===== src/rram_cfg.svh =====
`ifndef RRAM_CFG_SVH
`define RRAM_CFG_SVH

// Array geometry
`define RRAM_ARRAY_SIZE   16
`define RRAM_IDX_W        4

// Word and memory sizes
`define RRAM_INSTR_W      32
`define RRAM_IM_ADDR_W    7
`define RRAM_OB_ADDR_W    7
`define RRAM_IM_DEPTH     (1 << `RRAM_IM_ADDR_W)
`define RRAM_OB_DEPTH     (1 << `RRAM_OB_ADDR_W)

// Opcodes in the top nibble
`define RRAM_OP_MSB       31
`define RRAM_OP_LSB       28
`define RRAM_OP_IDLE      4'h0
`define RRAM_OP_WRITE     4'h1
`define RRAM_OP_READ      4'h2

// WRITE fields
`define RRAM_WR_COL       3:0
`define RRAM_WR_ROW       7:4
`define RRAM_WR_DATA      8

// READ fields, half 0 is columns 7..0
`define RRAM_RD_HALF      0
`define RRAM_RD_ROW       4:1

`endif


===== src/rram_pkg.sv =====
`include "rram_cfg.svh"

package rram_pkg;

  typedef logic [`RRAM_INSTR_W-1:0]    instr_t;
  typedef logic [`RRAM_ARRAY_SIZE-1:0] line_t;
  typedef logic [`RRAM_ARRAY_SIZE-1:0] sense_t;
  typedef logic [`RRAM_IM_ADDR_W-1:0]  im_addr_t;
  typedef logic [`RRAM_IM_ADDR_W:0]    im_count_t;
  typedef logic [`RRAM_OB_ADDR_W-1:0]  ob_addr_t;
  typedef logic [`RRAM_OB_ADDR_W:0]    ob_count_t;
  typedef logic [`RRAM_IDX_W-1:0]      cell_idx_t;
  typedef logic [`RRAM_OP_MSB-`RRAM_OP_LSB:0] opcode_t;

  // Controller sequence
  typedef enum logic [2:0] {
    ST_IDLE,
    ST_FETCH,
    ST_DECODE,
    ST_WRITE_PULSE,
    ST_READ_PRE,
    ST_READ_SENSE,
    ST_READ_CAPTURE
  } ctrl_state_t;

  // What the array driver applies on the next edge
  typedef enum logic [2:0] {
    PH_PARK,
    PH_WRITE,
    PH_PRECHARGE,
    PH_SENSE,
    PH_HOLD
  } drive_phase_t;

endpackage


===== src/instr_mem.sv =====
`timescale 1ns/1ps
`include "rram_cfg.svh"

module instr_mem (
  input  logic                clk,
  input  logic                rst,
  input  logic                wr_en,
  input  rram_pkg::instr_t    wr_data,
  input  rram_pkg::im_addr_t  rd_addr,
  output rram_pkg::instr_t    rd_data,
  output rram_pkg::im_count_t count,
  output logic                full,
  output logic                empty
);
  import rram_pkg::*;

  instr_t mem [`RRAM_IM_DEPTH];
  im_addr_t wr_ptr;

  // Words are appended in load order
  assign wr_ptr = count[`RRAM_IM_ADDR_W-1:0];
  assign full   = (count == im_count_t'(`RRAM_IM_DEPTH));
  assign empty  = (count == '0);

  //////////////////////////////
  // Host load side
  //////////////////////////////

  always_ff @(posedge clk or negedge rst) begin
    if (!rst) begin
      count <= '0;
    end else if (wr_en && !full) begin
      count <= count + 1'b1;
    end
  end

  always_ff @(posedge clk) begin
    if (wr_en && !full) begin
      mem[wr_ptr] <= wr_data;
    end
  end

  //////////////////////////////
  // Fetch side
  //////////////////////////////

  // Word at rd_addr shows up one cycle later (DECODE)
  always_ff @(posedge clk) begin
    rd_data <= mem[rd_addr];
  end

endmodule


===== config.mk =====
export PLATFORM = sky130hd
export DESIGN_NAME = instr_mem
export DESIGN_NICKNAME = d
export VERILOG_FILES = /design/src/rram_pkg.sv /design/src/instr_mem.sv
export VERILOG_INCLUDE_DIRS = /design/src /design/src/src
export SDC_FILE = /design/constraint.sdc
export NUM_CORES = 2
export LEC_CHECK = 0
export ABC_AREA = 0
export BUFFER_PORTS_ARGS = -buffer_cell sky130_fd_sc_hd__buf_2
export CAP_MARGIN = 20
export CORE_ASPECT_RATIO = 1.5
export CORE_UTILIZATION = 65
export CTS_CLUSTER_DIAMETER = 120
export DETAILED_ROUTE_END_ITERATION = 6
export GPL_ROUTABILITY_DRIVEN = 0
export PLACE_DENSITY = 0.81
export SETUP_SLACK_MARGIN = 0.05
export SYNTH_ARGS = -nofsm -noshare
export SYNTH_HDL_FRONTEND = slang
export SYNTH_SLANG_ARGS = --single-unit

===== constraint.sdc =====
create_clock -name clk -period 10.5 [get_ports clk]
set_input_delay 2.1 -clock clk [delete_from_list [all_inputs] [get_ports clk]]
set_output_delay 2.1 -clock clk [all_outputs]
set_load 0.03 [all_outputs]

Word-level counts from Yosys, hierarchy flattened
Memory sizes are Yosys's and may differ from the RTL's. A register that Yosys moved wholly into a read port is not among the register bits.
Index checks and enable logic that the tools add are counted.
{"block": "classes", "n_reduce_logical": 3, "n_mux": 2, "n_eq_ne": 1, "addsub": 1}
{"cell": "adder 8 x 1 -> 8 bit, second input constant", "n": 1}
{"cell": "== test 8 bit, second input constant", "n": 1}
{"cell": "zero test 8 bit", "n": 1}
{"cell": "2-to-1 mux 1 bit", "n": 2}
{"cell": "logical AND 1 bit", "n": 1}
{"cell": "zero test 1 bit", "n": 1}
{"block": "totals", "register_bits": 8, "n_memories": 1, "inputBits": 42, "ram_bits": 4096}
{"memory": "mem", "depth": 128, "width": 32, "read_ports": 1, "rd_clocked_by_memory_dff": 1, "wr": 1, "line_no": "instr_mem.sv:17", "source": "instr_t mem [`RRAM_IM_DEPTH];"}

Logic depth before layout (Yosys ltp)
{"block": "depth", "ltp_word": 5, "depth_mapped": 8, "mapped_depth_nobuf": 6}

Worst setup path after synthesis
Ideal clock, no wire load.
{"block": "synth_path", "path_type": "input-to-reg", "start": "input port wr_en", "end": "memory mem[127][0] in the netlist's numbering, enable pin", "path_buffers": 0, "setup_slack_ns": 5.374, "setup_ns": 0.465, "required_time_ns": 10.035, "arrival_time_ns": 4.660, "path_stages": 2, "path_cell_list": "o311ai_0 nor3_1"}
{"block": "synth_between", "elab_chain_len": 3}
{"item": "from (decl)", "line_no": "instr_mem.sv:7", "source": "input logic wr_en,"}
{"item": "logical AND 1 bit", "line_no": "instr_mem.sv:38", "source": "if (wr_en && !full) begin"}
{"item": "2-to-1 mux 1 bit", "line_no": "instr_mem.sv:38"}
{"item": "2-to-1 mux 1 bit (not written as such)", "line_no": "instr_mem.sv:39", "source": "mem[wr_ptr] <= wr_data;"}
{"item": "to (decl)", "line_no": "instr_mem.sv:17"}
Every way passes these cells.

==> results.ini <==
[flow_run]
max-cap-violations = 0

[timing]
slew_headroom_pct = 14.8
tightest_slew_ns = 1.28
finalClockSkew_ns = 0.0801
clock.fmax_mhz = 184
final.period_utilization_pct = 51.9
final-max-slew-violation-count = 0
fin_tns_setup_ns = 0
rsz0062_at_grt = false
setup_viol = 0
hold_violations = 0
period_minus_slack_ns = 5.45

[cells_and_area]
postLayoutCoreUtil_pct = 72.8
multi_input_area_mm2 = 0.0324
nNetsFinal = 6398
mostFrequentLayoutCells = edfxtp_1, mux4_2, clkbuf_16
nFillCells = 11500
seqCellArea_mm2 = 0.124
final_common_cell = edfxtp_1
synthToLayoutAreaGrowth_pct = 11.3
drive_above_1_share_pct = 34.8

[synth]
synthCells = 6020
syn_area_mm2 = 0.157
synth_top_area_share_pct = 78.5
ys_top_cells_by_area = edfxtp_1, mux4_2, clkbuf_1
ys_seq_elements = 4136
yosysUniqueCellTypes = 30
syn_avg_cell_area_um2 = 26.0
yosysWarnings = 0
syn_nets = 6064
synth_largest_area_cell = edfxtp_1
ys_seq_area_share_pct = 79.1

[global_routing]
grt_remaining_overflow = 0
grt_max_degree = 157
antenna_found_initial = 69
grt_pass1_vias = 77300
grt_usage_pct = 40.4
grt_pass1_wl_mm = 661

[detailed_routing]
vias = 78200
ant_nets = 0
drt_iter0_markers = 17000
post_drt_wl_per_cell_um = 49.8
drc = 0
drt_first_pass_iters = 6
viasPerCell = 7.96
routed_wl_mm = 489

[worst_setup_path]
cp_cell_sequence = buf_12 > buf_12 > mux4_2 > mux4_2 > mux4_2 > mux2_2
r2r_start = count[3]$_DFFE_PN0P_
critPathMaxFanout = 99
slowest_delay_ns = 0.76
criticalPathCategory = primary input to flip-flop
cpMostUsedCell = mux4_2
worstPathRequired_ns = 11.32
reg2reg_slack_ns = 6.31
worstPathArrival_ns = 6.26
setup.worst_path.end_class = flip-flop
reg2reg_to = mem[104][19]$_DFFE_PP_
r2r_cells = 4
critPathLaunchType = primary input
crit_path_top_delay_cell = mux4_2

[clock_network]
ctsHtreeMaxLevel = 5
cts_sinks = 4136
hold_buffers = 0
cts_setup_buffers = 0
root_buffer = clkbuf_16
clk_latency_ns = 0.93
cts_buffers = 356
cts_tree = built
cts.clk_slew.worst_paths_ns = 0.07
cts-resized-gates = 0
clockBufferDepth = 4

[worst_hold_path]
whs_endpoint = count[7]$_DFFE_PN0P_
hold_start = count[7]$_DFFE_PN0P_
hold_path_class = flip-flop to flip-flop
min_delay_path_depth = 2

[die]
die-area_mm2 = 0.243
boundaryPins = 84
die_h_um = 603
num_rows = 220
core_area_mm2 = 0.239
die_x_um = 403
start_util_pct = 65.4

[power]
power.density_mw_per_mm2 = 201
leakagePower_uw = 0.0533
ir_worst_vdd_mv = 0.238

[outcome]
status = finished clean

[place]
dp.final_hpwl_mm = 239
portBuffers = 83

critical path, delay by kind of cell:
family	cells	cell delay (ns)
buffers and inverters	2	1.16
muxes	4	2.52
registers in the layout (all words and copies together) (netlist names):
register  count
mem        4096
rd_data      32
count         8
power by group:
part | internal (uW) | switching (uW)
sequential | 18400 | 166
combinational | 785 | 1810
clock | 7390 | 6390
total | 26600 | 8360
layer usage:
layer,vias up,part of all wire [%],global-route usage [%]
met5,-,0.074,0
met4,46,9.0,27.5
met3,1921,14,10.2
met2,9018,48,63.7
met1,40100,28,50.1
li1,27100,-,-
how the worst max path moves through the flow:
stage | cells past startpoint | endpoint | from | slack [ns]
after detailed placement | 6 | rd_data[10]$_DFF_P_ | rd_addr[0] | 4.36
after global routing | 6 | rd_data[10]$_DFF_P_ | rd_addr[0] | 4.92
after global placement | 6 | rd_data[10]$_DFF_P_ | rd_addr[0] | 4.33
after floorplan | 2 | mem[127][0]$_DFFE_PP_ | wr_en | 5.37
final | 6 | rd_data[10]$_DFF_P_ | rd_addr[0] | 5.05
after CTS | 7 | rd_data[23]$_DFF_P_ | rd_addr[0] | 5.24
cell families after synthesis:
| family | share of synthesized area [%] |
|---|---|
| compound gates | 0.0184 |
| xor+xnor | 0.0391 |
| fa+ha+maj | 0.0160 |
| buf+inv | 0.854 |
| flops | 79.1 |
| mux | 19.6 |
| simple gates | 0.449 |
synth_stat cells (all sizes together):
cell type,count
nor4,1
mux2,32
clkbuf,173
o311ai,1
xnor2,6
a311oi,1
or2,1
xor2,1
nor2b,6
nand3,9
a31oi,1
o21ai,1
nand2b,1
and3,1
mux4,1344
nand2,18
or4,1
and2,1
ha,2
nor3,3
inv,4
nor3b,1
dfrtp,8
edfxtp,4096
nor2,131
buf,144
dfxtp,32
final cells by class:
type / instances / area share [%]
sequential: 4136 / 71.0
multi-input combinational: 1563 / 18.6
clock buffer: 438 / 5.42
tap: 3108 / 2.23
timing repair buffer: 293 / 1.40
clock inverter: 197 / 1.20
antenna: 87 / 0.125
inverter: 4 / 0.00861
metrics by stage:
stage / instances / instance area, um^2 / setup slack (ns) / hold slack (ns) / total power (uW)
2_1_floorplan: 6020 / 157000 / 5.37 / 0.736 / 20000
3_3_place_gp: 9100 / 163000 / 4.33 / 0.627 / 21200
3_5_place_dp: 9100 / 163000 / 4.36 / 0.634 / 21300
4_1_cts: 9735 / 174000 / 5.24 / 0.654 / 34800
5_1_grt: 9800 / 174000 / 4.92 / 0.687 / 35400
6_report: 9826 / 174000 / 5.05 / 0.659 / 35000
(Power assumes the default switching activity.)
