### src/rram_cfg.svh
`ifndef RRAM_CFG_SVH
`define RRAM_CFG_SVH

// Array geometry
`define RRAM_ARRAY_SIZE   16
`define RRAM_IDX_W        4

// Word and memory sizes
`define RRAM_INSTR_W      32
`define RRAM_IM_ADDR_W    7
`define RRAM_OB_ADDR_W    7
`define RRAM_IM_DEPTH     (1 << `RRAM_IM_ADDR_W)
`define RRAM_OB_DEPTH     (1 << `RRAM_OB_ADDR_W)

// Opcodes in the top nibble
`define RRAM_OP_MSB       31
`define RRAM_OP_LSB       28
`define RRAM_OP_IDLE      4'h0
`define RRAM_OP_WRITE     4'h1
`define RRAM_OP_READ      4'h2

// WRITE fields
`define RRAM_WR_COL       3:0
`define RRAM_WR_ROW       7:4
`define RRAM_WR_DATA      8

// READ fields, half 0 is columns 7..0
`define RRAM_RD_HALF      0
`define RRAM_RD_ROW       4:1

`endif

### src/rram_pkg.sv
`include "rram_cfg.svh"

package rram_pkg;

  typedef logic [`RRAM_INSTR_W-1:0]    instr_t;
  typedef logic [`RRAM_ARRAY_SIZE-1:0] line_t;
  typedef logic [`RRAM_ARRAY_SIZE-1:0] sense_t;
  typedef logic [`RRAM_IM_ADDR_W-1:0]  im_addr_t;
  typedef logic [`RRAM_IM_ADDR_W:0]    im_count_t;
  typedef logic [`RRAM_OB_ADDR_W-1:0]  ob_addr_t;
  typedef logic [`RRAM_OB_ADDR_W:0]    ob_count_t;
  typedef logic [`RRAM_IDX_W-1:0]      cell_idx_t;
  typedef logic [`RRAM_OP_MSB-`RRAM_OP_LSB:0] opcode_t;

  // Controller sequence
  typedef enum logic [2:0] {
    ST_IDLE,
    ST_FETCH,
    ST_DECODE,
    ST_WRITE_PULSE,
    ST_READ_PRE,
    ST_READ_SENSE,
    ST_READ_CAPTURE
  } ctrl_state_t;

  // What the array driver applies on the next edge
  typedef enum logic [2:0] {
    PH_PARK,
    PH_WRITE,
    PH_PRECHARGE,
    PH_SENSE,
    PH_HOLD
  } drive_phase_t;

endpackage

### src/read_buffer.sv
`timescale 1ns/1ps
`include "rram_cfg.svh"

module read_buffer (
  input  logic                clk,
  input  logic                rst,
  input  logic                capture,
  input  rram_pkg::sense_t    csa,
  input  logic                rd_en,
  input  rram_pkg::ob_addr_t  rd_addr,
  output rram_pkg::sense_t    rd_data,
  output rram_pkg::ob_count_t count
);
  import rram_pkg::*;

  sense_t   mem [`RRAM_OB_DEPTH];
  ob_addr_t wr_ptr;
  logic     full;

  assign wr_ptr = count[`RRAM_OB_ADDR_W-1:0];
  assign full   = (count == ob_count_t'(`RRAM_OB_DEPTH));

  // Captures past the last slot are dropped
  always_ff @(posedge clk or negedge rst) begin
    if (!rst) begin
      count <= '0;
    end else if (capture && !full) begin
      count <= count + 1'b1;
    end
  end

  always_ff @(posedge clk) begin
    if (capture && !full) begin
      mem[wr_ptr] <= csa;
    end
  end

  // Host read, data valid the cycle after rd_en
  always_ff @(posedge clk) begin
    if (rd_en) begin
      rd_data <= mem[rd_addr];
    end
  end

endmodule

### config.mk
export PLATFORM = sky130hd
export DESIGN_NAME = read_buffer
export DESIGN_NICKNAME = d
export VERILOG_FILES = /design/src/rram_pkg.sv /design/src/read_buffer.sv
export VERILOG_INCLUDE_DIRS = /design/src /design/src/src
export SDC_FILE = /design/constraint.sdc
export NUM_CORES = 2
export LEC_CHECK = 0
export ABC_CLOCK_PERIOD_IN_PS = 3600
export BUFFER_PORTS_ARGS = -buffer_cell sky130_fd_sc_hd__buf_4
export CAP_MARGIN = 5
export CELL_PAD_IN_SITES_DETAIL_PLACEMENT = 1
export CELL_PAD_IN_SITES_GLOBAL_PLACEMENT = 2
export CORE_ASPECT_RATIO = 1.4
export CORE_MARGIN = 8
export CORE_UTILIZATION = 52
export DETAILED_ROUTE_END_ITERATION = 12
export HOLD_SLACK_MARGIN = 0.02
export PLACE_DENSITY = 0.83
export REMOVE_ABC_BUFFERS = 1
export SETUP_SLACK_MARGIN = 0.15
export SYNTH_ARGS = -nofsm -noshare
export SYNTH_HDL_FRONTEND = slang
export SYNTH_SLANG_ARGS = --single-unit
export TNS_END_PERCENT = 1
### constraint.sdc
create_clock -name clk -period 3.6 [get_ports clk]
set_clock_uncertainty 0.2 [all_clocks]
set_input_delay 0.54 -clock clk [delete_from_list [all_inputs] [get_ports clk]]
set_output_delay 0.54 -clock clk [all_outputs]
set_load 0.01 [all_outputs]
* Yosys cells after proc, flatten, opt, wreduce, memory -nomap -nowiden
Memory sizes are Yosys's and may differ from the RTL's. A register that Yosys moved wholly into a read port is not among the register bits.
Index checks and enable logic that the tools add are counted.
Widths: inputs -> output; s select.
** Cells by class
- Add/subtract/negate cells :: 1
- Eq/ne operators :: 1
- Muxes and demuxes :: 2
- Reductions and logical operators :: 2
** Operator list (count)
- $add 8x1->8 const B :: 1
- $eq 8x8->1 const B :: 1
- $mux 1 :: 2
- $logic_and 1x1->1 :: 1
- $logic_not 1->1 :: 1
** Storage, ports and cells
- Register bits :: 8
- Memory bits (writable) :: 2048
- Memories kept :: 1
** Memories
- mem :: depth 128, width 16, read ports 1, clocked after Yosys merged registers in 1, write ports 1, RTL line read_buffer.sv:16 : sense_t mem [`RRAM_OB_DEPTH];

* Longest topological paths before layout
- Depth after elaboration :: 5
- Gate-level depth with buffers :: 8
- Depth with buffers taken out :: 6

* Least setup slack after synthesis
Ideal clock, no wire load.
- Kind :: input to register
- From :: input port rd_addr[0]
- To :: register rd_data[0] (read register of mem) (data pin)
- Setup time :: 0.260 ns
- Data arrival time :: 2.901 ns
- Data required time :: 3.140 ns
- Slack :: 0.239 ns
- Stages :: 6
- Buffers on the path :: 2
- Path through :: buf_2 -> clkbuf_1 -> mux4_2 -> mux4_2 -> mux4_2 -> mux2_2
** RTL lines
- from (decl) :: RTL line read_buffer.sv:10 : input rram_pkg::ob_addr_t rd_addr,
- to (decl) :: RTL line read_buffer.sv:11 : output rram_pkg::sense_t rd_data,

* Worst setup path in the final report
- From :: register count[6]
- To :: memory mem[8][8] (netlist bit), enable pin
** On the way
- Word-level cells in the longest chain between the ends :: 5
** RTL lines
- from (decl) :: RTL line read_buffer.sv:12 : output rram_pkg::ob_count_t count
- from (signal assigned) :: RTL line read_buffer.sv:28 : count <= count + 1'b1;
- $eq 8x8->1 :: RTL line read_buffer.sv:21 : assign full = (count == ob_count_t'(`RRAM_OB_DEPTH));
- $logic_not 1->1 :: RTL line read_buffer.sv:33 : if (capture && !full) begin
- $logic_and 1x1->1 :: RTL line read_buffer.sv:33
- $mux 1 :: RTL line read_buffer.sv:33
- $mux 1 (implied by the code) :: RTL line read_buffer.sv:34 : mem[wr_ptr] <= csa;
- to (decl) :: RTL line read_buffer.sv:16
Parallel ways exist; a longest one is shown, timed or not.

==> results_dict.tcl <==
set metrics [dict create \
    status "finished, final reports clean" \
    grt_setup_unrepaired "false" \
    grt_pass1_vias 39400 \
    stdcell_area_sq_mm 0.0903 \
    antenna_found_initial 14 \
    drt_wl_total_microns 220000 \
    areaGrowthSynthToFinish_pct 14.3 \
    root_buffer "clkbuf_16" \
    synth-seq-cells 2072 \
    cts.clk_slew.worst_paths_ns 0.06 \
    post_dp_cell_area_sq_mm 0.0840 \
    netlist_instances 3110 \
    port_buffers 50 \
    fill_cells 11900 \
    vias 37100 \
    clkLatencyLatePin_ns 0.85 \
    io_pins 51 \
    drtPass1Iterations 5 \
    syn_area_per_cell_sq_um 25.4 \
    drv_slew 0 \
    synthesis.area_sq_mm 0.0790 \
    powerDensity_mw_per_mm2 569 \
    layout_common_cells "edfxtp_1, mux4_2, buf_4, clkbuf_16, nor2_1" \
    cts_sinks 2072 \
    worst_slew_pin_slew_ns 1.23 \
    power_mw 51.4 \
    crit_path_end_kind "flip-flop" \
    finalWeightedCongestion 0.880 \
    initial_utilization_pct 52.2 \
    post-route-util_pct 59.7 \
    viasPerCell 6.62 \
    cp-start-kind "flip-flop" \
    synth_cell_types 21 \
    htree_levels 4 \
    synthTopCellsByArea "edfxtp_1, mux4_2, nor2_1, clkbuf_1, buf_2" \
    critPathRequiredTime_ns 3.91 \
    rows 169 \
    min_path_type "input port to flip-flop" \
    yosys.area.top_type "edfxtp_1" \
    fp.dieW_microns 345 \
    core_sq_mm 0.151 \
    ff_latch_area_sq_mm 0.0622 \
    dp.cells 5226 \
    post_route_cells_drive_above_1_share_pct 35.7 \
    post-cts-setup-buffers 0 \
    slew_headroom_pct 18.0 \
    ir_worst_vdd_mv 0.542 \
    dpl.hpwl_microns 132000 \
    p_leak_nw 28.1 \
    whs_ns 0.0722 \
    drtIter0Drc 4821 \
    fin_cells 5595 \
    worstRegToRegCells 5 \
    wl_per_cell_microns 39.3 \
    place_ws_ns -0.304 \
    setup_viol 0 \
    fmax_ghz 0.306 \
    nets 3477 \
    dieArea_sq_mm 0.165 \
    overflow 0 \
    grt_pass1_wl_microns 306000 \
    synth_top_area_share_pct 78.5 \
    period_share_pct 90.9 \
    min_delay_path_depth 1 \
    clk_path_buf_depth 3 \
    hold_viol 0 \
    final_common_cell "edfxtp_1" \
    finalWorstSetupSlack_ns 0.328 \
    drc 0 \
    die_h_microns 477 \
    drv_cap 0 \
    fin_crit_ns 3.27 \
    cp_max_fo 11 \
    multi_input_area_sq_mm 0.0161 \
    grt_max_degree 129 \
    antenna_left 0 \
    yosysSeqAreaShare_pct 78.7 \
    grt_usage_pct 26.5 \
    ys.warnings.count 0 \
    cts_tree "done" \
    tns_ns 0 \
    critical_path_class "flip-flop to flip-flop" \
    arrival_ns 3.58 \
    cts_buffers 180 \
]
critical path, cell delays in order (launching register included):
cell     delay, ns
dfrtp_1       0.38
buf_4         0.20
nor2_1        0.71
nand2_1       0.46
nor2_1        0.75
buf_12        0.26
layout make-up:
type	count	area share (%)
clock buffer	213	5.29
timing repair buffer	324	3.72
antenna	28	0.0776
tap	1966	2.72
clock inverter	122	1.47
multi-input combinational	868	17.8
sequential	2072	68.9
inverter	2	0.00832
final timing paths:
kind                                from  slack [ns]         end
worst max-delay path            count[6]        0.33   mem[8][8]
worst min-delay path              csa[6]        0.07  mem[34][6]
worst max register to register  count[6]        0.33   mem[8][8]
worst min register to register  count[7]        0.33    count[7]
max in group asynchronous            rst        2.40    count[1]
min in group asynchronous            rst        0.51    count[3]
synthesized netlist by cell type:
cell and instances:
edfxtp_1 2064, clkbuf_1 92, buf_2 51, mux4_2 672, or4_1 1, buf_4 3
o21ai_0 1, nand4_1 6, dfrtp_1 8, nor2_1 134, xnor2_1 4, o31a_1 1
inv_1 2, xor2_1 3, or2_2 1, nand3_1 11, buf_1 22, mux2_2 16
ha_1 2, nor2b_1 4, nand2_1 12
report_power, final:
| part | total (mW) | switching, mW | internal, mW |
|---|---|---|---|
| combinational | 4.01 | 2.57 | 1.44 |
| clock | 20.1 | 8.78 | 11.3 |
| sequential | 27.2 | 0.195 | 27.0 |
| total | 51.4 | 11.5 | 39.8 |
routing by layer:
layer,vias up,wire [microns],track usage (%)
li1,14200,-,-
met1,20000,73100,31.3
met2,2296,112000,45.2
met3,523,19000,5.18
met4,4,15700,16.0
met5,-,26,0
flip-flops by register name, indices dropped and copies added, names as in the netlist:
register  cells
rd_data      16
mem        2048
count         8
repair_timing:
action	4_1_cts	5_1_grt
gates resized for setup	0	0
endpoints found under the hold margin	45	0
hold buffers	6	0
cell families after synthesis:
family,share of synthesized area [%]
adders and majority gates,0.0317
muxes,19.4
xor gates and xnor gates,0.0776
AOI/OAI and AO/OA,0.0174
buffers and inverters,0.903
DFF,78.7
and+or+nand+nor,0.860
No activity file was read; power rests on OpenSTA's default activity.
