<file path="config.mk">
export PLATFORM = sky130hd
export DESIGN_NAME = pc_counter
export DESIGN_NICKNAME = d
export VERILOG_FILES = /design/src/rram_pkg.sv /design/src/pc_counter.sv
export VERILOG_INCLUDE_DIRS = /design/src /design/src/src
export SDC_FILE = /design/constraint.sdc
export NUM_CORES = 1
export LEC_CHECK = 0
export BUFFER_PORTS_ARGS = -buffer_cell sky130_fd_sc_hd__buf_2
export CORE_ASPECT_RATIO = 1.25
export CORE_MARGIN = 2
export CORE_UTILIZATION = 40
export CTS_BUF_LIST = sky130_fd_sc_hd__clkbuf_4 sky130_fd_sc_hd__clkbuf_8
export DETAILED_ROUTE_END_ITERATION = 7
export GPL_ROUTABILITY_DRIVEN = 0
export MAX_ROUTING_LAYER = met4
export PLACE_DENSITY_LB_ADDON = 0.05
export SLEW_MARGIN = 20
export SYNTH_ARGS = -nofsm -noshare
export SYNTH_HDL_FRONTEND = slang
export SYNTH_SLANG_ARGS = --single-unit
</file>
<file path="constraint.sdc">
create_clock -name clk -period 2.4 [get_ports clk]
set_clock_uncertainty 0.1 [all_clocks]
set_input_delay 0.12 -clock clk [delete_from_list [all_inputs] [get_ports clk]]
set_output_delay 0.12 -clock clk [all_outputs]
set_load 0.05 [all_outputs]
</file>
<file path="src/rram_cfg.svh">
`ifndef RRAM_CFG_SVH
`define RRAM_CFG_SVH

// Array geometry
`define RRAM_ARRAY_SIZE   16
`define RRAM_IDX_W        4

// Word and memory sizes
`define RRAM_INSTR_W      32
`define RRAM_IM_ADDR_W    7
`define RRAM_OB_ADDR_W    7
`define RRAM_IM_DEPTH     (1 << `RRAM_IM_ADDR_W)
`define RRAM_OB_DEPTH     (1 << `RRAM_OB_ADDR_W)

// Opcodes in the top nibble
`define RRAM_OP_MSB       31
`define RRAM_OP_LSB       28
`define RRAM_OP_IDLE      4'h0
`define RRAM_OP_WRITE     4'h1
`define RRAM_OP_READ      4'h2

// WRITE fields
`define RRAM_WR_COL       3:0
`define RRAM_WR_ROW       7:4
`define RRAM_WR_DATA      8

// READ fields, half 0 is columns 7..0
`define RRAM_RD_HALF      0
`define RRAM_RD_ROW       4:1

`endif

</file>
<file path="src/rram_pkg.sv">
`include "rram_cfg.svh"

package rram_pkg;

  typedef logic [`RRAM_INSTR_W-1:0]    instr_t;
  typedef logic [`RRAM_ARRAY_SIZE-1:0] line_t;
  typedef logic [`RRAM_ARRAY_SIZE-1:0] sense_t;
  typedef logic [`RRAM_IM_ADDR_W-1:0]  im_addr_t;
  typedef logic [`RRAM_IM_ADDR_W:0]    im_count_t;
  typedef logic [`RRAM_OB_ADDR_W-1:0]  ob_addr_t;
  typedef logic [`RRAM_OB_ADDR_W:0]    ob_count_t;
  typedef logic [`RRAM_IDX_W-1:0]      cell_idx_t;
  typedef logic [`RRAM_OP_MSB-`RRAM_OP_LSB:0] opcode_t;

  // Controller sequence
  typedef enum logic [2:0] {
    ST_IDLE,
    ST_FETCH,
    ST_DECODE,
    ST_WRITE_PULSE,
    ST_READ_PRE,
    ST_READ_SENSE,
    ST_READ_CAPTURE
  } ctrl_state_t;

  // What the array driver applies on the next edge
  typedef enum logic [2:0] {
    PH_PARK,
    PH_WRITE,
    PH_PRECHARGE,
    PH_SENSE,
    PH_HOLD
  } drive_phase_t;

endpackage

</file>
<file path="src/pc_counter.sv">
`timescale 1ns/1ps

module pc_counter (
  input  logic                clk,
  input  logic                rst,
  input  logic                load,
  input  rram_pkg::im_addr_t  start_addr,
  input  logic                step,
  input  rram_pkg::im_count_t limit,
  output rram_pkg::im_addr_t  pc,
  output logic                at_end
);
  import rram_pkg::*;

  // One extra bit so a full memory still reaches the limit
  im_count_t pc_ext;

  always_ff @(posedge clk or negedge rst) begin
    if (!rst) begin
      pc_ext <= '0;
    end else if (load) begin
      pc_ext <= im_count_t'(start_addr);
    end else if (step) begin
      pc_ext <= pc_ext + 1'b1;
    end
  end

  assign pc = pc_ext[$bits(im_addr_t)-1:0];

  // Also covers a start address past the loaded words
  assign at_end = (pc_ext >= limit);

endmodule

</file>
### Word-level counts from Yosys, hierarchy flattened

Index checks and enable logic that the tools add are counted.

* input bits: 19
* flip-flop bits (word level): 8

* add/sub/neg operators: 1
* order comparisons: 1
* mux-type cells: 2
* reductions and logical operators: 1

Operators by type and width (count)
* $mux W8: 2
* $add A8 B1 Y8 const B: 1
* $ge A8 B8 Y1: 1
* $reduce_bool A2 Y1: 1

### Logic depth before layout (Yosys ltp)

Gate-level depths: netlist of the first run.

* word-level depth: 3
* gate-level depth with buffers: 5
* gate-level depth less buffers: 5

### Worst setup path before layout of the first run

OpenSTA, ideal clock, no wires.

* path kind: reg2out
* start: register pc_ext[0]
* end: output port at_end
* cell stages (with the launch flop): 6
* arrival: 2093 ps
* slack: 87 ps
* required time: 2180 ps
* buffers on the path: 0
* cells stage by stage: dfrtp_1 -> inv_1 -> ha_1 -> nand2b_1 -> a2111oi_0 -> o31ai_1

* longest elaborated chain between the ends: 1

Ends and longest elaborated chain
* start: declaration: RTL line pc_counter.sv:16 `im_count_t pc_ext;`
* start signal: assignment: RTL line pc_counter.sv:22 `pc_ext <= im_count_t'(start_addr);`
* start signal: assignment: RTL line pc_counter.sv:24 `pc_ext <= pc_ext + 1'b1;`
* $ge A8 B8 Y1: RTL line pc_counter.sv:31 `assign at_end = (pc_ext >= limit);`
* end: declaration: RTL line pc_counter.sv:11 `output logic at_end`

Every way passes these cells.

### Final worst setup path of the first run

Same ends and word-level chain as after synthesis.

==> qor.yml, run 1 <==
run_status:
  status: "completed"
sta:
  fmax_mhz: 473
  post-route-min-period_ns: 2.11
  slew_headroom_pct: 73.9
  hold_viol_final: 0
  fin_tns_setup_ns: 0
  rsz0062_at_grt: "false"
  worst_slew_pin_slew_ns: 0.382
  post-route-period-util_pct: 88.1
  maxSlewViolCount: 0
  finalSetupViolations: 0
logic_synthesis:
  syn-num-nets: 107
  synth.area.top_cells: "dfrtp_1, ha_1, buf_4"
  synth.yosys.seq_area_share_pct: 29.2
  synth.distinct_cells: 23
  synth_top_cell_by_area: "dfrtp_1"
  avgSynthCellArea_um2: 8.68
  ys_warn_count: 0
  synth-main-ff-cell: "dfrtp_1"
  synth_edf_count: 0
  ys_ff_latch: 8
  synthCells: 79
  netlist.area_leader.share_pct: 29.2
  synth_area_um2: 686
  async_reset_ff_share_pct: 100
clock_network:
  cts-resized-gates: 0
  clockBufferDepth: 2
  htreeDepth: 1
  cts_tree: "done"
  path_clk_slew_ns: 0.06
  cts.sinks: 8
  cts-root-buf: "clkbuf_4"
  post_cts.repair.setup_buffers: 0
  cts_buffers: 3
  insertion_delay_ns: 0.26
  ctsHoldBuffers: 8
die:
  die_h_um: 50.3
  ios: 27
  die-area_um2: 2060
  start_util_pct: 43.4
  coreArea_um2: 1580
  die_width_um: 41.0
  num_rows: 16
placement:
  port_buffers: 26
  hpwl_um: 995
min_path:
  hp-class: "primary input to register"
layout:
  layout-drive-gt1-share_pct: 29.0
  final_nets: 137
  top_regs: "pc_ext x8"
  largest-register: "pc_ext"
  syn_to_final_growth_pct: 27.9
  largest_reg_flops: 8
  diodes: 0
  final_common_cell: "buf_2"
  fillCellCount: 159
  layout.cells.most_common_list: "buf_2, nand2_1, inv_1, ha_1"
route:
  wl_um: 1330
  antenna_left: 0
  drcViolationCount: 0
  via_per_inst: 4.79
  via_count: 599
  dr.first_iter.drc_count: 5
  drt-pass1-iter-count: 3
  wl_per_cell_um: 10.7
critical_path:
  path_max_fanout: 5
  required_ns: 2.18
  crit_type: "register to output port"
  worstPathArrival_ns: 1.89
  startpoint_type: "register"
  cp-end-kind: "output port"
global_routing:
  grt_start_max_net_pins: 18
  grt_pass1_vias: 530
  grt_usage_pct: 15.5
  grt_antenna_before_repair: 0
  grt_pass1_wl_um: 2150
  grt_overflow_total: 0
power_and_ir_drop:
  power_mw: 0.448
  powerDensity_nw_per_um2: 511
  vdd_drop_max_mv: 0.255
  p_leak_nw: 0.450
flow_run:
  maxCapViolCount: 0
==> report_power, final <==
group          leakage, nW  total, mW  switching (mW)  internal, mW
combinational        0.338      0.169           0.105        0.0638
sequential          0.0988      0.172          0.0242         0.148
clock               0.0138      0.107          0.0492        0.0575
total                0.450      0.448           0.179         0.269
==> cell usage after synthesis, types with 2 or more instances <==
library cell,n
nor2b_1,2
o21a_1,2
nand3_1,3
o31ai_1,2
o21ai_1,4
nand4_1,2
buf_4,8
o21ai_0,3
nand2_1,10
dfrtp_1,8
or4_1,3
xor2_1,3
a21oi_1,3
inv_1,9
ha_1,9
==> per-layer routing <==
metal  track usage [%]  share of wire [%]  up-vias
met3              1.33                5.6        4
met1              21.5                 48      254
li1                  -                  -      322
met4              8.33                1.9        0
met5                 -                  0        -
met2              21.6                 45       19
==> worst max-delay path: stages (launching register included) <==
cell and delay, ns:
dfrtp_1 0.45, inv_1 0.07, ha_1 0.26, nand2b_1 0.14, a2111oi_0 0.42, o31ai_1 0.10
buf_2 0.22
==> logic make-up (layout without fill, tap and decap cells) <==
family	Yosys count	count (layout)	share of synthesized area, %
buffers and inverters	18	46	14.2
adders and majority gates	9	9	16.4
muxes	1	1	1.46
and+or+nand+nor	24	24	20.6
AOI/OAI and AO/OA	15	15	13.0
xor gates and xnor gates	4	4	5.11
DFF	8	8	29.2
==> metrics by stage <==
step / std cells / utilization [%] / instance area [µm²] / hold WS, ns / setup WS (ns)
6_report: 125 / 55.5 / 877 / 0.108 / 0.286
5_1_grt: 125 / 55.5 / 877 / 0.160 / 0.132
4_1_cts: 125 / 55.5 / 877 / 0.109 / 0.235
3_5_place_dp: 114 / 49.0 / 774 / -0.123 / 0.513
3_3_place_gp: 114 / 49.0 / 774 / -0.124 / 0.542
2_1_floorplan: 79 / - / 686 / -0.276 / 0.0872
==> worst paths after layout <==
| path | to | cells after the start | slack, ns | start |
|---|---|---|---|---|
| worst min register to register | pc_ext[7] | 2 | 0.46 | pc_ext[7] |
| max in group asynchronous | pc_ext[1] | 2 | 1.90 | rst |
| min in group asynchronous | pc_ext[6] | 2 | 0.13 | rst |
| worst max register to register | pc_ext[6] | 4 | 0.86 | pc_ext[1] |
| worst max-delay path | at_end | 6 | 0.29 | pc_ext[0] |
| worst min-delay path | pc_ext[7] | 2 | 0.11 | load |
==> layout make-up <==
class / count / area [µm²] / area share [%]
clock buffer: 3 / 22.5 / 2.57
multi-input combinational: 53 / 388 / 44.2
inverter: 9 / 33.8 / 3.85
timing repair buffer: 34 / 210 / 24.0
tap: 18 / 22.5 / 2.57
sequential: 8 / 200 / 22.8
Note: power is estimated with default switching activity, not from simulation.
==> run 2: changes to the inputs <==
--- a/config.mk
+++ b/config.mk
@@ -15,6 +15,7 @@
 export GPL_ROUTABILITY_DRIVEN = 0
 export MAX_ROUTING_LAYER = met4
 export PLACE_DENSITY_LB_ADDON = 0.05
+export RECOVER_POWER = 25
 export SLEW_MARGIN = 20
 export SYNTH_ARGS = -nofsm -noshare
 export SYNTH_HDL_FRONTEND = slang
==> run 2 against run 1 <==
  * Combinational power about the same
  * Largest power group unchanged
  * Sequential cell count stayed put
  * Largest cell class unchanged
  * Core utilization is 0.079 points lower
==> qor.yml, run 2 (synthesis results as in run 1) <==
run_status:
  status: "completed"  # unchanged
global_routing:
  grt_usage_pct: 15.5  # unchanged
  grt_start_max_net_pins: 18  # unchanged
  grt_pass1_wl_um: 2150  # unchanged
  grt_antenna_before_repair: 0  # unchanged
  grt_overflow_total: 0  # unchanged
  grt_pass1_vias: 530  # unchanged
layout:
  fillCellCount: 160  # was 159
  layout-drive-gt1-share_pct: 28.0  # was 29.0%
  syn_to_final_growth_pct: 27.7  # was 27.9%
  ff_latch_area_um2: 200  # unchanged
  diodes: 0  # unchanged
  largest-register: "pc_ext"  # unchanged
  final_common_cell: "buf_2"  # unchanged
  final_nets: 137  # unchanged
  layout.cells.most_common_list: "buf_2, nand2_1, inv_1, ha_1"  # unchanged
  largest_reg_flops: 8  # unchanged
  top_regs: "pc_ext x8"  # unchanged
  multiInputGateArea_um2: 388  # unchanged
flow_run:
  maxCapViolCount: 0  # unchanged
critical_path:
  r2r_slack_ns: 0.86  # about the same
  startpoint: "pc_ext[0]"  # unchanged
  regToRegStartpoint: "pc_ext[1]"  # unchanged
  path_max_fanout: 5  # unchanged
  crit_type: "register to output port"  # unchanged
  worstSetupEndpoint: "at_end"  # unchanged
  crit_chain: "inv_1 -> ha_1 -> nand2b_1 -> a2111oi_0 -> o31ai_1 -> buf_2"  # unchanged
  cp.buffers_inverters: 2  # unchanged
  cp.depth: 6  # unchanged
  cp-end-kind: "output port"  # unchanged
  r2r_cells: 4  # unchanged
  critPathTopFamily: "compound AO/OA/AOI/OAI gates"  # unchanged
  startpoint_type: "register"  # unchanged
  worstPathArrival_ns: 1.89  # about the same
  cpMaxStageDelayCell: "dfrtp_1"  # unchanged
  required_ns: 2.18  # about the same
  cpPeakStageDelay_ns: 0.45  # about the same
  r2r-end: "pc_ext[6]"  # unchanged
route:
  drt-pass1-iter-count: 3  # unchanged
  wl_um: 1330  # unchanged
  wl_per_cell_um: 10.7  # unchanged
  drcViolationCount: 0  # unchanged
  via_per_inst: 4.79  # unchanged
  dr.first_iter.drc_count: 5  # unchanged
  antenna_left: 0  # unchanged
  via_count: 599  # unchanged
die:
  die_width_um: 41.0  # unchanged
  ios: 27  # unchanged
  coreArea_um2: 1580  # unchanged
  num_rows: 16  # unchanged
  die-area_um2: 2060  # unchanged
  die_h_um: 50.3  # unchanged
  start_util_pct: 43.4  # unchanged
sta:
  post-route-period-util_pct: 88.1  # unchanged
  post-route-min-period_ns: 2.11  # unchanged
  rsz0062_at_grt: "false"  # unchanged
  maxSlewViolCount: 0  # unchanged
  slew_headroom_pct: 70.4  # was 73.9%
  worst_slew_pin_slew_ns: 0.444  # was 0.382 ns
  fmax_mhz: 473  # unchanged
  hold_viol_final: 0  # unchanged
  finalSetupViolations: 0  # unchanged
  setup_slack_ns: 0.286  # unchanged
  fin_tns_setup_ns: 0  # unchanged
power_and_ir_drop:
  p_leak_nw: 0.448  # was 0.450 nW
  powerDensity_nw_per_um2: 511  # about the same
  vdd_drop_max_mv: 0.255  # about the same
clock_network:
  cts-resized-gates: 0  # unchanged
  insertion_delay_ns: 0.26  # about the same
  cts.sinks: 8  # unchanged
  cts_tree: "done"  # unchanged
  path_clk_slew_ns: 0.06  # about the same
  htreeDepth: 1  # unchanged
  cts-root-buf: "clkbuf_4"  # unchanged
  cts_buffers: 3  # unchanged
  ctsHoldBuffers: 8  # unchanged
  post_cts.repair.setup_buffers: 0  # unchanged
  clockBufferDepth: 2  # unchanged
placement:
  hpwl_um: 995  # unchanged
  post-place-ws_ns: 0.513  # unchanged
  port_buffers: 26  # unchanged
min_path:
  hp-class: "primary input to register"  # unchanged
[run 2: area by class of cell]
| class | instances | share of cell area [%] |
|---|---|---|
| flip-flops and latches | 8 | 22.9 |
| well taps | 18 | 2.57 |
| repair buffers | 34 | 23.9 |
| multi-input cells | 53 | 44.3 |
| inverters | 9 | 3.86 |
| clock buffers | 3 | 2.57 |
[run 2: worst min-delay path by stage]
| stage | from | endpoint | slack [ns] | cells after the start |
|---|---|---|---|---|
| after floorplan | rst | pc_ext[0] | -0.28 | 0 |
| after global placement | rst | pc_ext[2] | -0.12 | 1 |
| after detailed placement | rst | pc_ext[2] | -0.12 | 1 |
| after CTS | load | pc_ext[7] | 0.11 | 2 |
| after global routing | load | pc_ext[7] | 0.16 | 2 |
| final | load | pc_ext[7] | 0.11 | 2 |
[run 2: where the power goes]
| part | switching [mW] | total [mW] | internal [mW] |
|---|---|---|---|
| Combinational | 0.105 | 0.169 | 0.0635 |
| Sequential | 0.0242 | 0.172 | 0.148 |
| Clock | 0.0492 | 0.107 | 0.0575 |
| Total | 0.179 | 0.448 | 0.269 |
[run 2: per-stage QoR]
stage	instance area, µm²	power [mW]	std cells	hold WS [ns]	utilization, %
after floorplan	686	0.308	79	-0.276	-
after global placement	774	0.334	114	-0.124	49.0
after detailed placement	774	0.336	114	-0.123	49.0
after CTS	877	0.452	125	0.109	55.5
after global routing	876	0.478	125	0.162	55.4
final	876	0.448	125	0.108	55.4
[run 2: layer usage]
metal	part of all wire (%)	up-vias	GRT usage, %
met3	5.6	4	1.33
met4	1.9	0	8.33
li1	-	322	-
met1	48	254	21.5
met2	45	19	21.6
met5	0	-	-
