File: src/rram_cfg.svh
`ifndef RRAM_CFG_SVH
`define RRAM_CFG_SVH

// Array geometry
`define RRAM_ARRAY_SIZE   16
`define RRAM_IDX_W        4

// Word and memory sizes
`define RRAM_INSTR_W      32
`define RRAM_IM_ADDR_W    7
`define RRAM_OB_ADDR_W    7
`define RRAM_IM_DEPTH     (1 << `RRAM_IM_ADDR_W)
`define RRAM_OB_DEPTH     (1 << `RRAM_OB_ADDR_W)

// Opcodes in the top nibble
`define RRAM_OP_MSB       31
`define RRAM_OP_LSB       28
`define RRAM_OP_IDLE      4'h0
`define RRAM_OP_WRITE     4'h1
`define RRAM_OP_READ      4'h2

// WRITE fields
`define RRAM_WR_COL       3:0
`define RRAM_WR_ROW       7:4
`define RRAM_WR_DATA      8

// READ fields, half 0 is columns 7..0
`define RRAM_RD_HALF      0
`define RRAM_RD_ROW       4:1

`endif

File: src/rram_pkg.sv
`include "rram_cfg.svh"

package rram_pkg;

  typedef logic [`RRAM_INSTR_W-1:0]    instr_t;
  typedef logic [`RRAM_ARRAY_SIZE-1:0] line_t;
  typedef logic [`RRAM_ARRAY_SIZE-1:0] sense_t;
  typedef logic [`RRAM_IM_ADDR_W-1:0]  im_addr_t;
  typedef logic [`RRAM_IM_ADDR_W:0]    im_count_t;
  typedef logic [`RRAM_OB_ADDR_W-1:0]  ob_addr_t;
  typedef logic [`RRAM_OB_ADDR_W:0]    ob_count_t;
  typedef logic [`RRAM_IDX_W-1:0]      cell_idx_t;
  typedef logic [`RRAM_OP_MSB-`RRAM_OP_LSB:0] opcode_t;

  // Controller sequence
  typedef enum logic [2:0] {
    ST_IDLE,
    ST_FETCH,
    ST_DECODE,
    ST_WRITE_PULSE,
    ST_READ_PRE,
    ST_READ_SENSE,
    ST_READ_CAPTURE
  } ctrl_state_t;

  // What the array driver applies on the next edge
  typedef enum logic [2:0] {
    PH_PARK,
    PH_WRITE,
    PH_PRECHARGE,
    PH_SENSE,
    PH_HOLD
  } drive_phase_t;

endpackage

File: src/array_ctrl_if.sv
`timescale 1ns/1ps

interface array_ctrl_if;
  import rram_pkg::*;

  // Phase is a per-cycle level, fields only matter in WRITE/PRECHARGE/SENSE
  drive_phase_t phase;
  cell_idx_t    row;
  cell_idx_t    col;
  logic         set_bit;
  logic         col_half;

  modport ctrl (
    output phase, row, col, set_bit, col_half
  );

  modport driver (
    input phase, row, col, set_bit, col_half
  );

endinterface

File: src/ctrl_fsm.sv
`timescale 1ns/1ps
`include "rram_cfg.svh"

module ctrl_fsm (
  input  logic             clk,
  input  logic             rst,
  input  logic             enable_pc,
  input  logic             at_end,
  input  rram_pkg::instr_t instr,
  output logic             load,
  output logic             step,
  output logic             busy,
  output logic             capture,
  array_ctrl_if.ctrl       drv
);
  import rram_pkg::*;

  ctrl_state_t state;
  ctrl_state_t state_d;
  opcode_t     op;
  logic        wr_pulse;
  logic        run_done;
  cell_idx_t   row_q;
  cell_idx_t   col_q;
  logic        set_q;
  logic        half_q;

  assign op = instr[`RRAM_OP_MSB:`RRAM_OP_LSB];

  //////////////////////////////
  // Sequencing
  //////////////////////////////

  always_comb begin
    state_d = state;
    load    = 1'b0;
    step    = 1'b0;
    case (state)
      ST_IDLE: begin
        if (enable_pc && !run_done) begin
          load    = 1'b1;
          state_d = ST_FETCH;
        end
      end
      ST_FETCH: begin
        if (at_end || !enable_pc) begin
          state_d = ST_IDLE;
        end else begin
          step    = 1'b1;
          state_d = ST_DECODE;
        end
      end
      // IDLE and config words also use the one execute slot
      ST_DECODE:       state_d = (op == `RRAM_OP_READ) ? ST_READ_PRE : ST_WRITE_PULSE;
      ST_WRITE_PULSE:  state_d = ST_FETCH;
      ST_READ_PRE:     state_d = ST_READ_SENSE;
      ST_READ_SENSE:   state_d = ST_READ_CAPTURE;
      ST_READ_CAPTURE: state_d = ST_FETCH;
      default:         state_d = ST_IDLE;
    endcase
  end

  always_ff @(posedge clk or negedge rst) begin
    if (!rst) begin
      state    <= ST_IDLE;
      wr_pulse <= 1'b0;
      run_done <= 1'b0;
    end else begin
      state <= state_d;
      if (state == ST_DECODE) begin
        wr_pulse <= (op == `RRAM_OP_WRITE);
      end
      // A finished run waits for the run level to drop before restarting
      if (state == ST_FETCH && state_d == ST_IDLE) begin
        run_done <= 1'b1;
      end else if (!enable_pc) begin
        run_done <= 1'b0;
      end
    end
  end

  // Field split, held through the execute cycles
  always_ff @(posedge clk) begin
    if (state == ST_DECODE) begin
      col_q  <= instr[`RRAM_WR_COL];
      set_q  <= instr[`RRAM_WR_DATA];
      half_q <= instr[`RRAM_RD_HALF];
      if (op == `RRAM_OP_READ) begin
        row_q <= instr[`RRAM_RD_ROW];
      end else begin
        row_q <= instr[`RRAM_WR_ROW];
      end
    end
  end

  //////////////////////////////
  // Outputs
  //////////////////////////////

  assign busy    = (state != ST_IDLE);
  assign capture = (state == ST_READ_CAPTURE);

  // FETCH parks so a write pulse lasts one cycle and read lines drop
  always_comb begin
    case (state)
      ST_IDLE, ST_FETCH: drv.phase = PH_PARK;
      ST_WRITE_PULSE:    drv.phase = wr_pulse ? PH_WRITE : PH_PARK;
      ST_READ_PRE:       drv.phase = PH_PRECHARGE;
      ST_READ_SENSE:     drv.phase = PH_SENSE;
      default:           drv.phase = PH_HOLD;
    endcase
  end

  assign drv.row      = row_q;
  assign drv.col      = col_q;
  assign drv.set_bit  = set_q;
  assign drv.col_half = half_q;

endmodule

File: src/flat_wrapper.sv
// flat-port wrapper written by rule: the top's interface ports become plain ports
module ctrl_fsm_flat import rram_pkg::*;
  (clk, rst, enable_pc, at_end, instr, load, step, busy, capture, drv_phase, drv_row, drv_col, drv_set_bit, drv_col_half);
  array_ctrl_if drv_i ();
  input  logic clk;
  input  logic rst;
  input  logic enable_pc;
  input  logic at_end;
  input  rram_pkg::instr_t instr;
  output logic load;
  output logic step;
  output logic busy;
  output logic capture;
  output wire logic [$bits(drv_i.phase)-1:0] drv_phase;
  output wire logic [$bits(drv_i.row)-1:0] drv_row;
  output wire logic [$bits(drv_i.col)-1:0] drv_col;
  output wire logic [$bits(drv_i.set_bit)-1:0] drv_set_bit;
  output wire logic [$bits(drv_i.col_half)-1:0] drv_col_half;
  assign drv_phase = drv_i.phase;
  assign drv_row = drv_i.row;
  assign drv_col = drv_i.col;
  assign drv_set_bit = drv_i.set_bit;
  assign drv_col_half = drv_i.col_half;
  ctrl_fsm u_core (.clk(clk), .rst(rst), .enable_pc(enable_pc), .at_end(at_end), .instr(instr), .load(load), .step(step), .busy(busy), .capture(capture), .drv(drv_i));
endmodule
File: config.mk
export PLATFORM = sky130hd
export DESIGN_NAME = ctrl_fsm_flat
export DESIGN_NICKNAME = d
export VERILOG_FILES = /design/src/rram_pkg.sv /design/src/array_ctrl_if.sv /design/src/ctrl_fsm.sv /design/src/flat_wrapper.sv
export VERILOG_INCLUDE_DIRS = /design/src /design/src/src
export SDC_FILE = /design/constraint.sdc
export NUM_CORES = 1
export LEC_CHECK = 0
export ABC_CLOCK_PERIOD_IN_PS = 2600
export BUFFER_PORTS_ARGS = -buffer_cell sky130_fd_sc_hd__buf_2
export CORE_ASPECT_RATIO = 1.1
export CORE_MARGIN = 4
export CORE_UTILIZATION = 40
export CTS_BUF_LIST = sky130_fd_sc_hd__clkbuf_8 sky130_fd_sc_hd__clkbuf_16
export CTS_CLUSTER_DIAMETER = 30
export DETAILED_ROUTE_END_ITERATION = 16
export PLACE_DENSITY = 0.83
export SLEW_MARGIN = 25
export SYNTH_ARGS = -nofsm -noshare
export SYNTH_HDL_FRONTEND = slang
export SYNTH_SLANG_ARGS = --single-unit
File: constraint.sdc
create_clock -name clk -period 2.6 [get_ports clk]
set_clock_uncertainty 0.2 [all_clocks]
set_input_delay 0.26 -clock clk [delete_from_list [all_inputs] [get_ports clk]]
set_output_delay 0.26 -clock clk [all_outputs]
set_load 0.01 [all_outputs]
# Yosys cells after proc, flatten, opt, wreduce, memory -nomap -nowiden
# Index checks and enable logic that the tools add are counted.
# word_totals
register_bits	15
latchBits	0
ramBits	0
romBits	0
input_bits	36
output_inout_bits	17
word_cells	39
n_memories	0
# op_classes
addsub	0
mul	0
div_mod_pow	0
magnitude_cmp	0
eq_ne	9
n_shift	0
muxes	13
bitwise_logic	0
reduce_logical	10
# op_table
cell	n
$pmux 3 s6	1
$pmux 3 s4	1
$eq 3x3->1 const B	3
$mux 1	7
$eq 3x2->1 const B	2
$logic_not 3->1	2
$mux 3	2
$eq 4x1->1 const B	1
$eq 4x2->1 const B	1
$mux 4	1
$reduce_or 2->1	2
$eq 3x1->1 const B	1
$reduce_bool 3->1	1
$logic_and 1x1->1	2
$logic_not 1->1	2
$mux 2	1
$ne 2x1->1 const B	1
$logic_or 1x1->1	1

# Longest topological paths before layout
# Gate-level depths: netlist (run 1).
# logic_depth
word_depth	7
depth_mapped	3
ltp_nobuf	3

# Worst setup path after synthesis (run 1)
# OpenSTA, ideal clock, no wires.
# synth_timing
path_type	register to output
start	register u_core.state[0]
end	output load
t_arrival_ps	1201
t_required_ps	2140
slack_ps	939
stages_incl_launch_ff	3
n_path_buf	0
cell_sequence	dfrtp_1 or3_1 nor3b_1
# synth_via
elab_chain_len	2
# synth_lines
item	line	rtl
start, declared	ctrl_fsm.sv:18	ctrl_state_t state;
start signal, assigned	ctrl_fsm.sv:69	state <= state_d;
$logic_not 3->1	ctrl_fsm.sv:38	case (state)
$mux 1	ctrl_fsm.sv:38	
end, declared	flat_wrapper.sv:10	output logic load;
# Every way passes these cells.

# Worst setup path in the final report (run 1)
# layout_timing
start	register u_core.state[1]
end	output load
# The elaborated chain is that of the path after synthesis.

==> flow_summary.toml, run 1 <==
[status]
status = "complete, no violations"

[timing]
hold_violations = 0
slew_violations = 0
worst_slew_pin_slew_ns = 0.578
fin_crit_sh_pct = 75.9
relSlewSlack_pct = 61.4
rsz0062_at_grt = "false"
max_freq_mhz = 506
final.setup.tns_ns = 0
fin_crit_ns = 1.97
setup_viol_count_final = 0

[yosys]
synth-edff-count = 9
async_flop_share_pct = 35.7
ys_types = 20
yosysWarnings = 0
synthesis.area_sq_um = 643
synth_most_common_cell = "edfxtp_1"
synthFlopType = "edfxtp_1"
seq_area_frac_synth_pct = 61.5
ys_top_cells_by_area = "edfxtp_1 42%, dfrtp_1 19%, mux2_2 8.8%"
syn_inst = 45
avgSynthCellArea_sq_um = 14.3
synth_top_cell_by_area = "edfxtp_1"
ys_ff_latch = 14
synth_common_cells = "9 x edfxtp_1, 5 x dfrtp_1, 5 x inv_1, 5 x mux2_2"
synth_fp_nets = 81
yosysTopAreaCellShare_pct = 42.0

[setup_path]
cp-end-kind = "primary output"
start_kind = "register"
required_ns = 2.14
setup.worst_path.class = "register to primary output"
arrival_ns = 1.51
crit_path_max_fanout = 9
r2r_cells = 2

[place]
dp_hpwl_mm = 1.15
placed_cells = 93
place_area_sq_um = 821
port_buffers = 33
gp_congestion = 0.736

[layout]
area_growth_syn_to_layout_pct = 40.9
final_nets = 121
final_cell_area_sq_um = 906
layoutNonFillerInstCount = 100
diodes = 0
layout-drive-gt1-share_pct = 52.4
fill_cells = 121

[die]
die_w_um = 46.2
dieArea_sq_um = 2310
row_count = 14
ios = 53
initial_core_util_pct = 44.8
placeableCoreArea_sq_um = 1440
dieHeight_um = 50.1

[clock_tree]
tritoncts.num_buffers = 3
cts_tree = "built"
cts_root_buffer = "clkbuf_8"
path_clk_slew_ns = 0.06
post-cts-setup-buffers = 0
cts-htree-levels = 1
ctsResizeCount = 0
clock-sinks = 14
clk-insertion-delay-late_ns = 0.24
clockBufferDepth = 2

[drt]
viasPerCell = 5.17
drtIter0Drc = 3
wire_per_inst_um = 14.7
ant_nets = 0
drt_wl_total_mm = 1.47
drtPass1Iterations = 2
remaining_drc_errors = 0
num_vias = 517

[global_route]
grt_pass1_wl_mm = 2.34
grt_pass1_vias = 574
antenna_found_initial = 0
grt_usage_pct = 13.8
gr-total-overflow = 0
grt_max_degree = 13

[job]
drv_cap = 0

[pwr]
vdd_drop_max_v = 0.000516
p_leak_nw = 0.421
p_per_area_nw_per_um2 = 892

[hold_path]
hold_class = "input pin to register"
whs_path_depth = 1
==> per-stage QoR <==
step           utilization (%)  total power (W)  hold WS, ns  worst slack (ns)
2_1_floorplan                -         0.000500       -0.236             0.939
3_3_place_gp              57.1         0.000587       -0.121             0.906
3_5_place_dp              57.1         0.000603       -0.116             0.854
4_1_cts                   62.4         0.000812      0.00131             0.632
5_1_grt                   63.1         0.000854     0.000936             0.552
6_report                  63.1         0.000808       0.0125             0.626
==> final timing paths <==
path / slack [ns] / endpoint / from
min reg2reg: 0.31 / u_core.wr_pulse$_DFFE_PN0N_ / u_core.wr_pulse$_DFFE_PN0N_
min in group asynchronous: 0.17 / u_core.run_done$_DFFE_PN0P_ / rst
max: 0.63 / load / u_core.state[1]$_DFF_PN0_
max reg2reg: 0.83 / u_core.wr_pulse$_DFFE_PN0N_ / u_core.state[1]$_DFF_PN0_
max in group asynchronous: 1.89 / u_core.state[0]$_DFF_PN0_ / rst
min: 0.01 / u_core.drv.col[1]$_DFFE_PN_ / instr[1]
==> critical path, cell delays in order, from the launching register on <==
cell and delay [ns]:
dfrtp_1 0.47, or3_1 0.43, nor3b_1 0.21, buf_2 0.17
==> registers in the layout, summed over array words and instances (netlist names) <==
signal              flops
u_core.state            3
u_core.drv.row          4
u_core.drv.set_bit      1
u_core.wr_pulse         1
u_core.drv.col          4
u_core.run_done         1
==> cell families after synthesis <==
logic type / Yosys count / synth area share (%)
AOI/OAI and AO/OA: 7 / 8.17
buffers and inverters: 6 / 4.09
DFF: 14 / 61.5
muxes: 5 / 8.75
and+or+nand+nor: 13 / 17.5
==> cell usage in the layout, fill, tap and decap left out <==
master and n:
nor3b_1 2, or3_1 1, dlygate4sd3_1 3, edfxtp_1 9
nor4b_1 1, o311a_1 1, nor4b_4 1, a22o_1 1
nor2b_1 2, a21oi_1 2, a21boi_0 2, and4_1 1
nand3_1 1, nor3b_4 1, o32ai_1 1, clkbuf_8 4
nand2_1 2, mux2_2 5, buf_2 33, nand2b_1 1
dfrtp_1 5, inv_1 5
==> layer usage <==
| metal | global-route usage (%) | share of wire (%) | wire, um | vias up |
|---|---|---|---|---|
| met5 | 0 | 0 | 0 | - |
| met4 | 4.27 | 0.34 | 5 | 0 |
| met3 | 3.27 | 7.5 | 110 | 2 |
| met2 | 27.1 | 55 | 809 | 20 |
| met1 | 12.8 | 37 | 542 | 247 |
| li1 | - | - | - | 248 |
==> power by group <==
part | leakage, nW | internal (W) | total, W | switching (W)
Clock | 0.0288 | 0.000134 | 0.000205 | 0.0000716
Combinational | 0.244 | 0.000115 | 0.000241 | 0.000126
Sequential | 0.148 | 0.000309 | 0.000362 | 0.0000528
==> timing repair <==
item / CTS / global route
hold buffers: 2 / 1
endpoints found under the hold margin: 6 / 1
endpoints found under the setup margin: 0 / 0
==> area by class of cell <==
cell class	count	area, sq um	area share (%)
clock buffer	4	55.1	6.08
inverter	5	18.8	2.07
multi-input combinational	25	221	24.4
sequential	14	395	43.6
tap	16	20.0	2.21
timing repair buffer	36	195	21.5
(Power assumes the default switching activity.)
==> inputs of run 2 (changes only) <==
--- a/config.mk
+++ b/config.mk
@@ -6,15 +6,15 @@
 export SDC_FILE = /design/constraint.sdc
 export NUM_CORES = 1
 export LEC_CHECK = 0
-export ABC_CLOCK_PERIOD_IN_PS = 2600
+export ABC_CLOCK_PERIOD_IN_PS = 1600
 export BUFFER_PORTS_ARGS = -buffer_cell sky130_fd_sc_hd__buf_2
 export CORE_ASPECT_RATIO = 1.1
 export CORE_MARGIN = 4
-export CORE_UTILIZATION = 40
+export CORE_UTILIZATION = 33
 export CTS_BUF_LIST = sky130_fd_sc_hd__clkbuf_8 sky130_fd_sc_hd__clkbuf_16
 export CTS_CLUSTER_DIAMETER = 30
 export DETAILED_ROUTE_END_ITERATION = 16
-export PLACE_DENSITY = 0.83
+export PLACE_DENSITY = 0.73
 export SLEW_MARGIN = 25
 export SYNTH_ARGS = -nofsm -noshare
 export SYNTH_HDL_FRONTEND = slang
==> constraint.sdc (replaced) <==
create_clock -name clk -period 1.6 [get_ports clk]
set_clock_uncertainty 0.2 [all_clocks]
set_input_delay 0.16 -clock clk [delete_from_list [all_inputs] [get_ports clk]]
set_output_delay 0.16 -clock clk [all_outputs]
set_load 0.01 [all_outputs]
==> run 2 against run 1 <==
Against the previous run: the flow now finishes with violations (negative setup slack); count of clock-buffer cells in the layout unchanged; utilization down 5.2 points; final area up 16%; non-clock buffer count up 12; routed wire length down 6.2%; total power up 80%; hold slack better by 0.021 ns; via count up 6.0%; flip-flop and latch count unchanged; sequential power up 52%; register-to-register slack worse by 0.73 ns; clock power up 60%; largest cell class unchanged; largest power group is now combinational logic; highest routed layer unchanged.
==> flow_summary.toml, run 2 (synthesis results as in run 1) <==
[timing]
fin_crit_ns = 1.67
max_freq_mhz = 599
setup_viol_count_final = 1
worst_slew_pin_slew_ns = 0.396
rsz0062_at_grt = "true"
fin_crit_sh_pct = 104
final.setup.tns_ns = -0.0687
worst_slack_ns = -0.0687
slew_violations = 0
worst_hold_slack_ns = 0.0331
relSlewSlack_pct = 73.5
hold_violations = 0

[job]
drv_cap = 0

[die]
ios = 53
placeableCoreArea_sq_um = 1820
row_count = 16
dieArea_sq_um = 2720
die_w_um = 50.1
dieHeight_um = 54.3
initial_core_util_pct = 35.3

[hold_path]
hold_class = "input pin to register"
hold_path.startpoint = "instr[7]"
whs_path_depth = 2
whs_endpoint = "u_core.drv.row[3]$_DFFE_PN_"

[drt]
remaining_drc_errors = 0
wire_per_inst_um = 11.2
drtIter0Drc = 3
drtPass1Iterations = 2
num_vias = 548
viasPerCell = 4.46
drt_wl_total_mm = 1.38
ant_nets = 0

[setup_path]
r2r_slack_ns = 0.10
rr_startpoint = "u_core.state[0]$_DFF_PN0_"
start_kind = "register"
arrival_ns = 1.31
cp-end-kind = "primary output"
setup.worst_path.class = "register to primary output"
regToRegEndpoint = "u_core.drv.col[2]$_DFFE_PN_"
r2r_cells = 3
required_ns = 1.24
crit_path_max_fanout = 2

[layout]
diodes = 0
layout-drive-gt1-share_pct = 60.4
area_growth_syn_to_layout_pct = 63.8
fill_cells = 152
mostFrequentLayoutCells = "33 x buf_2, 9 x edfxtp_1, 7 x dlygate4sd3_1, 6 x buf_4, 5 x mux2_2"
final_common_cell = "buf_2"
final_nets = 133
post-route-util_pct = 57.8

[pwr]
p_per_area_nw_per_um2 = 1380
vdd_drop_max_v = 0.000646
p_leak_nw = 0.489

[clock_tree]
clock-sinks = 14
cts_root_buffer = "clkbuf_8"
cts_tree = "built"
clk-insertion-delay-late_ns = 0.23
tritoncts.num_buffers = 3
cts-htree-levels = 1
clockBufferDepth = 2
path_clk_slew_ns = 0.06

[place]
gp_congestion = 0.714
dp_hpwl_mm = 1.06
port_buffers = 33

[global_route]
gr-total-overflow = 0
grt_max_degree = 9
grt_usage_pct = 10.7
grt_pass1_wl_mm = 2.19
antenna_found_initial = 0
grt_pass1_vias = 537

[status]
violations = "negative setup slack"
status = "finished with violations"
[run 2: routing by layer]
metal  vias up  GRT usage (%)  part of all wire, %
met2        19           21.5                   55
met4         0           4.15                 0.87
met3         2           1.91                  5.9
met5         -              0                    0
li1        268              -                    -
met1       259           11.1                   38
[run 2: worst max-delay path by stage]
stage / start / end / depth (start not counted) / slack [ns]
floorplan: u_core.state[0]$_DFF_PN0_ / u_core.wr_pulse$_DFFE_PN0N_ / 2 / 0.02
global placement: instr[28] / u_core.drv.row[2]$_DFFE_PN_ / 3 / 0.03
detailed placement: instr[28] / u_core.drv.row[2]$_DFFE_PN_ / 3 / 0.02
CTS: u_core.state[1]$_DFF_PN0_ / load / 3 / -0.1
global route: u_core.state[2]$_DFF_PN0_ / load / 3 / -0.11
finish: u_core.state[2]$_DFF_PN0_ / load / 3 / -0.07
[run 2: timing repair]
action / 4_1_cts / 5_1_grt
resized for setup: 4 / 6
setup buffers: 3 / 0
pin swaps: 0 / 3
endpoints found under the setup margin: 3 / 3
hold buffers: 7 / 0
endpoints found under the hold margin: 11 / 0
[run 2: metrics by stage]
step / total power [W] / instance area [sq um] / std cells / worst slack [ns]
floorplan: 0.000813 / 643 / 45 / 0.0221
global placement: 0.00101 / 872 / 109 / 0.0325
detailed placement: 0.00102 / 872 / 109 / 0.0152
CTS: 0.00141 / 1020 / 123 / -0.0950
global route: 0.00154 / 1050 / 123 / -0.106
finish: 0.00145 / 1050 / 123 / -0.0687
[run 2: worst max-delay path, stage by stage, from the launching register on]
cell     delay, ns
dfrtp_2       0.41
or3_4         0.37
nor3b_2       0.14
buf_2         0.14
[run 2: where the power goes]
part           switching (W)  internal (W)
combinational       0.000264      0.000310
clock               0.000110      0.000217
sequential         0.0000487      0.000503
total               0.000423       0.00103
[run 2: area by class of cell]
type                    instances  area, sq um  area share, %
clock buffers                   4         55.1           5.23
repair buffers                 48          303           28.7
inverters                       5         18.8           1.78
flip-flops and latches         14          397           37.6
well taps                      27         33.8           3.21
multi-input cells              25          246           23.4
